### config.mk
export PLATFORM = sky130hd
export DESIGN_NAME = singleCycleMips
export DESIGN_NICKNAME = d
export VERILOG_FILES = /design/src/hw/mipsPkg.sv /design/src/hw/executeUnit.sv /design/src/hw/mainControl.sv /design/src/hw/pcUnit.sv /design/src/hw/regFile.sv /design/src/hw/singleCycleMips.sv
export SDC_FILE = /design/constraint.sdc
export NUM_CORES = 2
export LEC_CHECK = 0
export ABC_AREA = 1
export BUFFER_PORTS_ARGS = -buffer_cell sky130_fd_sc_hd__buf_2
export CAP_MARGIN = 15
export CELL_PAD_IN_SITES_DETAIL_PLACEMENT = 2
export CELL_PAD_IN_SITES_GLOBAL_PLACEMENT = 2
export CORE_ASPECT_RATIO = 0.6
export CORE_MARGIN = 2
export CORE_UTILIZATION = 39
export DETAILED_ROUTE_END_ITERATION = 16
export PLACE_DENSITY_LB_ADDON = 0.1
export SLEW_MARGIN = 20
export SYNTH_ARGS = -nofsm -noshare
export SYNTH_HDL_FRONTEND = slang
export SYNTH_SLANG_ARGS = --single-unit
### constraint.sdc
create_clock -name clk -period 10.5 [get_ports clk]
set_clock_uncertainty 0.05 [all_clocks]
set_input_delay 0 -clock clk [delete_from_list [all_inputs] [get_ports clk]]
set_output_delay 0 -clock clk [all_outputs]
set_load 0.05 [all_outputs]
### src/hw/mipsPkg.sv
package mipsPkg;

  // ============================================================
  // sizing
  // ============================================================

  // machine word
  localparam int dataWidth = 32;
  // register index
  localparam int regAddrWidth = 5;
  // data memory word address, 128 words
  localparam int dmemAddrWidth = 7;
  // jal link destination
  localparam logic [regAddrWidth-1:0] linkReg = 5'd31;

  // ============================================================
  // encodings
  // ============================================================

  // major opcodes, ir[31:26]
  typedef enum logic [5:0] {
    opRtype = 6'b000000,
    opJ     = 6'b000010,
    opJal   = 6'b000011,
    opBeq   = 6'b000100,
    opLw    = 6'b100011,
    opSw    = 6'b101011
  } opcodeT;

  // r-type function codes, ir[5:0]
  typedef enum logic [5:0] {
    fnAdd = 6'b100000,
    fnSub = 6'b100010,
    fnAnd = 6'b100100,
    fnOr  = 6'b100101,
    fnSlt = 6'b101010
  } functT;

  // alu operations
  typedef enum logic [2:0] {
    aluAdd,
    aluSub,
    aluAnd,
    aluOr,
    aluSlt,
    aluNone
  } aluOpT;

  // decoded controls for one instruction
  typedef struct packed {
    logic  regDst;    // 1 writes rd, 0 writes rt
    logic  aluSrc;    // 1 takes the immediate
    logic  memToReg;
    logic  regWrite;
    logic  memWrite;
    logic  branch;
    logic  jump;
    logic  link;      // jal, pc plus 4 into linkReg
    aluOpT aluOp;
  } ctrlT;

  // register file write as it really happened
  typedef struct packed {
    logic                    we;
    logic [regAddrWidth-1:0] addr;
    logic [dataWidth-1:0]    data;
  } wbT;

endpackage

### src/hw/executeUnit.sv
`timescale 1ns/1ps

module executeUnit import mipsPkg::*; (
  input  ctrlT                 ctrl,
  input  logic [dataWidth-1:0] ir,
  input  logic [dataWidth-1:0] rdData1,
  input  logic [dataWidth-1:0] rdData2,
  output logic [dataWidth-1:0] aluResult,
  output logic                 zero
);

  logic [dataWidth-1:0] immExt;
  logic [dataWidth-1:0] opA;
  logic [dataWidth-1:0] opB;

  // ============================================================
  // operands
  // ============================================================

  // 16-bit offset of lw, sw and beq
  assign immExt = {{16{ir[15]}}, ir[15:0]};

  assign opA = rdData1;
  assign opB = ctrl.aluSrc ? immExt : rdData2;

  // ============================================================
  // alu
  // ============================================================

  always_comb begin
    case (ctrl.aluOp)
      aluAdd: aluResult = opA + opB;
      aluSub: aluResult = opA - opB;
      aluAnd: aluResult = opA & opB;
      aluOr:  aluResult = opA | opB;
      // signed compare
      aluSlt: begin
        aluResult = ($signed(opA) < $signed(opB)) ? 32'd1 : 32'd0;
      end
      // j and jal, nothing to compute
      default: aluResult = '0;
    endcase
  end

  // beq looks at this after the subtract
  assign zero = (aluResult == '0);

endmodule

### src/hw/mainControl.sv
`timescale 1ns/1ps

module mainControl import mipsPkg::*; (
  input  logic                 rst,
  input  logic [dataWidth-1:0] ir,
  output ctrlT                 ctrl
);

  opcodeT opcode;
  functT  funct;
  ctrlT   decoded;

  // instruction fields seen as encodings
  assign opcode = opcodeT'(ir[31:26]);
  assign funct  = functT'(ir[5:0]);

  // ============================================================
  // decode
  // ============================================================

  always_comb begin
    // default is a no-op with nothing written
    decoded       = '0;
    decoded.aluOp = aluNone;
    case (opcode)
      opRtype: begin
        decoded.regDst   = 1'b1;
        decoded.regWrite = 1'b1;
        case (funct)
          fnAdd:   decoded.aluOp = aluAdd;
          fnSub:   decoded.aluOp = aluSub;
          fnAnd:   decoded.aluOp = aluAnd;
          fnOr:    decoded.aluOp = aluOr;
          fnSlt:   decoded.aluOp = aluSlt;
          // unsupported funct, drop the write
          default: decoded.regWrite = 1'b0;
        endcase
      end
      opLw: begin
        decoded.aluSrc   = 1'b1;
        decoded.memToReg = 1'b1;
        decoded.regWrite = 1'b1;
        decoded.aluOp    = aluAdd;
      end
      opSw: begin
        decoded.aluSrc   = 1'b1;
        decoded.memWrite = 1'b1;
        decoded.aluOp    = aluAdd;
      end
      opBeq: begin
        // equal operands leave a zero difference
        decoded.branch = 1'b1;
        decoded.aluOp  = aluSub;
      end
      opJ: begin
        decoded.jump = 1'b1;
      end
      opJal: begin
        decoded.jump     = 1'b1;
        decoded.link     = 1'b1;
        decoded.regWrite = 1'b1;
      end
      default: ;
    endcase
  end

  // strobes held off while in reset
  always_comb begin
    ctrl = decoded;
    if (!rst) begin
      ctrl.regWrite = 1'b0;
      ctrl.memWrite = 1'b0;
      ctrl.branch   = 1'b0;
      ctrl.jump     = 1'b0;
    end
  end

endmodule

### src/hw/pcUnit.sv
`timescale 1ns/1ps

module pcUnit import mipsPkg::*; (
  input  logic                 clk,
  input  logic                 rst,
  input  ctrlT                 ctrl,
  input  logic [dataWidth-1:0] ir,
  input  logic                 zero,
  output logic [dataWidth-1:0] pc,
  output logic [dataWidth-1:0] pcPlus4
);

  logic [dataWidth-1:0] branchOffset;
  logic [dataWidth-1:0] branchTarget;
  logic [dataWidth-1:0] jumpTarget;
  logic [dataWidth-1:0] pcNext;

  assign pcPlus4 = pc + 32'd4;

  // sign-extended word offset, already in bytes
  assign branchOffset = {{14{ir[15]}}, ir[15:0], 2'b00};
  assign branchTarget = pcPlus4 + branchOffset;

  // region of pc plus 4 with the 26-bit index
  assign jumpTarget = {pcPlus4[31:28], ir[25:0], 2'b00};

  // jump wins, then a taken beq
  always_comb begin
    if (ctrl.jump) begin
      pcNext = jumpTarget;
    end else if (ctrl.branch && zero) begin
      pcNext = branchTarget;
    end else begin
      pcNext = pcPlus4;
    end
  end

  always_ff @(posedge clk or negedge rst) begin
    if (!rst) begin
      pc <= '0;
    end else begin
      pc <= pcNext;
    end
  end

endmodule

### src/hw/regFile.sv
`timescale 1ns/1ps

module regFile import mipsPkg::*; (
  input  logic                 clk,
  input  logic                 rst,
  input  ctrlT                 ctrl,
  input  logic [dataWidth-1:0] ir,
  input  logic [dataWidth-1:0] aluResult,
  input  logic [dataWidth-1:0] dmemRdata,
  input  logic [dataWidth-1:0] pcPlus4,
  output logic [dataWidth-1:0] rdData1,
  output logic [dataWidth-1:0] rdData2,
  output wbT                   wb
);

  logic [dataWidth-1:0]    regs [32];
  logic [regAddrWidth-1:0] rs;
  logic [regAddrWidth-1:0] rt;
  logic [regAddrWidth-1:0] rd;
  logic [regAddrWidth-1:0] wrAddr;
  logic [dataWidth-1:0]    wrData;
  logic                    wrEn;

  assign rs = ir[25:21];
  assign rt = ir[20:16];
  assign rd = ir[15:11];

  // ============================================================
  // read ports, register 0 is hardwired
  // ============================================================

  assign rdData1 = (rs == '0) ? '0 : regs[rs];
  assign rdData2 = (rt == '0) ? '0 : regs[rt];

  // ============================================================
  // write port
  // ============================================================

  // destination, link beats regDst
  assign wrAddr = ctrl.link ? linkReg : (ctrl.regDst ? rd : rt);

  // write data source
  assign wrData = ctrl.link     ? pcPlus4   :
                  ctrl.memToReg ? dmemRdata : aluResult;

  // no write ever lands on register 0
  assign wrEn = ctrl.regWrite && (wrAddr != '0);

  always_ff @(posedge clk or negedge rst) begin
    if (!rst) begin
      for (int i = 0; i < 32; i++) begin
        regs[i] <= '0;
      end
    end else if (wrEn) begin
      regs[wrAddr] <= wrData;
    end
  end

  // observation of the write performed this cycle
  assign wb = '{we: wrEn, addr: wrAddr, data: wrData};

endmodule

### src/hw/singleCycleMips.sv
`timescale 1ns/1ps

module singleCycleMips import mipsPkg::*; (
  input  logic                     clk,
  input  logic                     rst,
  // instruction fetch
  output logic [dataWidth-1:0]     irAddr,
  input  logic [dataWidth-1:0]     ir,
  // data memory
  output logic [dmemAddrWidth-1:0] dmemAddr,
  output logic [dataWidth-1:0]     dmemWdata,
  output logic                     dmemWe,
  input  logic [dataWidth-1:0]     dmemRdata,
  // write-back observation
  output wbT                       wb
);

  ctrlT                 ctrl;
  logic [dataWidth-1:0] pc;
  logic [dataWidth-1:0] pcPlus4;
  logic [dataWidth-1:0] rdData1;
  logic [dataWidth-1:0] rdData2;
  logic [dataWidth-1:0] aluResult;
  logic                 zero;

  // ============================================================
  // datapath
  // ============================================================

  mainControl u_mainControl (
    .rst  (rst),
    .ir   (ir),
    .ctrl (ctrl)
  );

  pcUnit u_pcUnit (
    .clk     (clk),
    .rst     (rst),
    .ctrl    (ctrl),
    .ir      (ir),
    .zero    (zero),
    .pc      (pc),
    .pcPlus4 (pcPlus4)
  );

  regFile u_regFile (
    .clk       (clk),
    .rst       (rst),
    .ctrl      (ctrl),
    .ir        (ir),
    .aluResult (aluResult),
    .dmemRdata (dmemRdata),
    .pcPlus4   (pcPlus4),
    .rdData1   (rdData1),
    .rdData2   (rdData2),
    .wb        (wb)
  );

  executeUnit u_executeUnit (
    .ctrl      (ctrl),
    .ir        (ir),
    .rdData1   (rdData1),
    .rdData2   (rdData2),
    .aluResult (aluResult),
    .zero      (zero)
  );

  // memory ports
  assign irAddr    = pc;
  // byte address to word index
  assign dmemAddr  = aluResult[dmemAddrWidth+1:2];
  assign dmemWdata = rdData2;
  assign dmemWe    = ctrl.memWrite;

endmodule

==> run summary <==
Cell repeated most along the worst path - nand2_1
CP Buf/Inv Count - 9
Initial core utilization - 39.15%
Clock network power share - 36.0%
Clk_lat worst skew - 770 ps
Sequential area share after synthesis - 39.81%
Clock Tree Root - clkbuf_16
I/O pin count - 176
Core ar. - 169200 sq um
Number of remaining DRC errors - 0
DP HPWL - 252.6 mm
Routed vias - 75720
Most frequent cells in the layout - nand2_1 (2112), o21ai_0 (2051), dfrtp_1 (1054), nor2_1 (1006), inv_1 (676)
Post-synth EDFFs - 0
Num CTS Buffers - 109
Die width - 536.1 um
Fmax - 107.5 MHz
Syn_area_per_cell - 6.932 sq um
Critical path peak fanout - 68
Ys flop type - dfrtp_1
First-pass GRT wire length - 559.2 mm
Clk slew on worst S/H paths - 70 ps
Sequential share of power - 35.5%
Fillcell total - 19930
Placed insts - 11390
Share of cells above drive strength 1 - 7.078%
FF-to-FF path depth - 23
Worst path top cell family by delay - buffers and inverters
GPL Wtd Cong - 0.9936
Final setup fails - 0
Total track usage - 43.77%
Crit. End Element - primary output
Final worst path period share - 88.59%
WP data required - 10450 ps
Post-DRT Antenna Nets - 0
Type of the worst min-delay path - input port to flop
Initial DRC Count - 9066
Final non-filler cell total - 11650
Status - complete, no violations
Switching Share - 38.39%
Slew Viols, Final - 0
Drt total wl - 386.3 mm
Row count - 117
Ys async rst share - 100.0%
Data arrival time of the critical path - 9250 ps
Startpoint Class - input port
Synth Instances - 9559
Drt pass-1 iters - 5
Multi-input gate area - 34430 sq um
Port bufs - 173
Fin util - 43.31%
Final Hold Viols - 0
Setup CP Type - input port to primary output
Slew Limit Headroom - 15.13%
Synth top area share - 39.81%
Comb power frac - 28.4%
Post-Syn Area - 66260 sq um
Synth cell types - 55
P_int - 7.307 mW
Net total in the final layout - 9492
Unrepaired setup endpoints after global routing - false
Setup TNS - 0 ps
Pwr Density - 161.8 nW/um^2
Gr ovfl total - 0
Initial antenna violation count - 27
Most common cell after layout, fill and taps aside - nand2_1
Die area - 173300 sq um
Synth area leaders - dfrtp_1 (40%), o21ai_0 (16%), nand2_1 (12%), nor2_1 (5.8%), clkbuf_1 (4.0%)
H-Tree Depth - 3
Sw power - 4.552 mW
CTS tree - yes
Synth warnings - 0
Post-layout worst setup margin - 1198 ps
Crit path time final - 9302 ps
CTS Buffer Depth - 3
Largest net degree at the start of global routing - 205
Vias in the first global route - 77330
Worst path slowest cell - o21ai_0
Clk sinks - 1054
Leak - 33.31 nW
Worst slew pin tran - 1268 ps
Post-synthesis register bit count - 1054
Post-DR vias/cell - 6.502
Worst vdd ir - 0.0001281 V
CP max stage delay - 920 ps
WP depth - 26
Hold path depth - 6
Pre-CTS setup slack - 1833 ps
Cell taking the most area after synthesis - dfrtp_1
Die Span Y - 323.3 um
WL/cell - 33.17 um
Max-cap violations - 0
Storage element area - 26380 sq um
Post CTS Setup Buffer Count - 0
Area Growth Syn to Fin - 10.62%
cell usage after synthesis (8+ instances only):
library cell,n
a21oi_1,399
buf_1,49
buf_2,39
buf_4,10
clkbuf_1,701
clkinv_1,18
dfrtp_1,1054
ha_1,129
inv_1,687
inv_2,11
nand2_1,2115
nand3_1,414
nand3b_1,15
nand4_1,136
nor2_1,1019
nor2_2,8
nor3_1,42
nor4_1,8
o211ai_1,148
o21ai_0,2054
o21ai_1,15
o21bai_1,11
o221ai_1,160
o22ai_1,145
o311ai_0,22
xnor2_1,13
xor2_1,60
metrics by stage:
| stage | total power, mW | area [sq um] | hold WS [ps] |
|---|---|---|---|
| finish | 11.86 | 73300 | 22.11 |
| floorplan | 6.095 | 66260 | -345.6 |
| detailed placement | 7.436 | 68950 | -171.9 |
| global placement | 7.348 | 68930 | -175.8 |
| CTS | 11.72 | 73280 | 2.854 |
| global route | 12.22 | 73280 | 46.46 |
power by group through the flow:
stage          Clock, mW  Sequential, mW  Combinational, mW
2_1_floorplan          0            4.40               1.69
3_3_place_gp           0            4.28               3.06
3_5_place_dp           0            4.29               3.15
4_1_cts             4.27            4.21               3.24
5_1_grt             4.44            4.22               3.56
6_report            4.27            4.21               3.37
worst min-delay path, cell delays in order:
cell and delay, ps:
buf_2 70, o21ai_0 170, nand2_1 110, buf_4 280, nand2_1 80, o21ai_0 80
routing by layer:
metal / routed length [um] / global-route usage (%) / part of all wire [%]
met5: 167 / 0 / 0.043
met4: 17700 / 18.18 / 4.6
met3: 42400 / 12.23 / 11
met2: 154400 / 60.90 / 40
met1: 171600 / 63.05 / 44
timing repair:
| item | in CTS | in global routing |
|---|---|---|
| endpoints found under the setup margin | 0 | 0 |
| hold buffers | 56 | 0 |
| hold endpoints to repair | 274 | 0 |
| resized for setup | 0 | 0 |
cell families (layout without fill, tap and decap cells):
group,count (synthesis),count (layout),synth area share [%]
DFF,1054,1054,39.81
and+or+nand+nor,3788,3788,23.25
AOI/OAI and AO/OA,2994,2994,24.70
buffers and inverters,1517,1338,8.747
xor gates and xnor gates,73,73,0.9649
other,1,7,0.005660
adders and majority gates,132,132,2.527
final timing paths:
path | start | end | slack, ps
setup / recovery | ir[18] | wb[25] | 1200
hold / removal | dmemRdata[21] | u_regFile.regs[757]$_DFFE_PN0P_ | 20
setup reg to reg | u_regFile.regs[245]$_DFFE_PN0P_ | u_regFile.regs[793]$_DFFE_PN0P_ | 2240
hold reg to reg | u_regFile.regs[1015]$_DFFE_PN0P_ | u_regFile.regs[1015]$_DFFE_PN0P_ | 330
max in group asynchronous | rst | u_regFile.regs[988]$_DFFE_PN0P_ | 6170
min in group asynchronous | rst | u_regFile.regs[871]$_DFFE_PN0P_ | 380
sequential cells by signal, indices dropped and copies added (netlist names):
name and flops:
u_pcUnit.pc 30, u_regFile.regs 1024
area by class of cell:
| type | instances | area share, % |
|---|---|---|
| Antenna cell | 5 | 0.01707 |
| Clock buffer | 145 | 4.223 |
| Clock inverter | 53 | 0.8979 |
| Inverter | 716 | 3.721 |
| Multi-Input combinational cell | 6989 | 46.98 |
| Sequential cell | 1054 | 35.98 |
| Tap cell | 2261 | 3.860 |
| Timing Repair Buffer | 424 | 4.319 |
No activity file was read; power rests on OpenSTA's default activity.
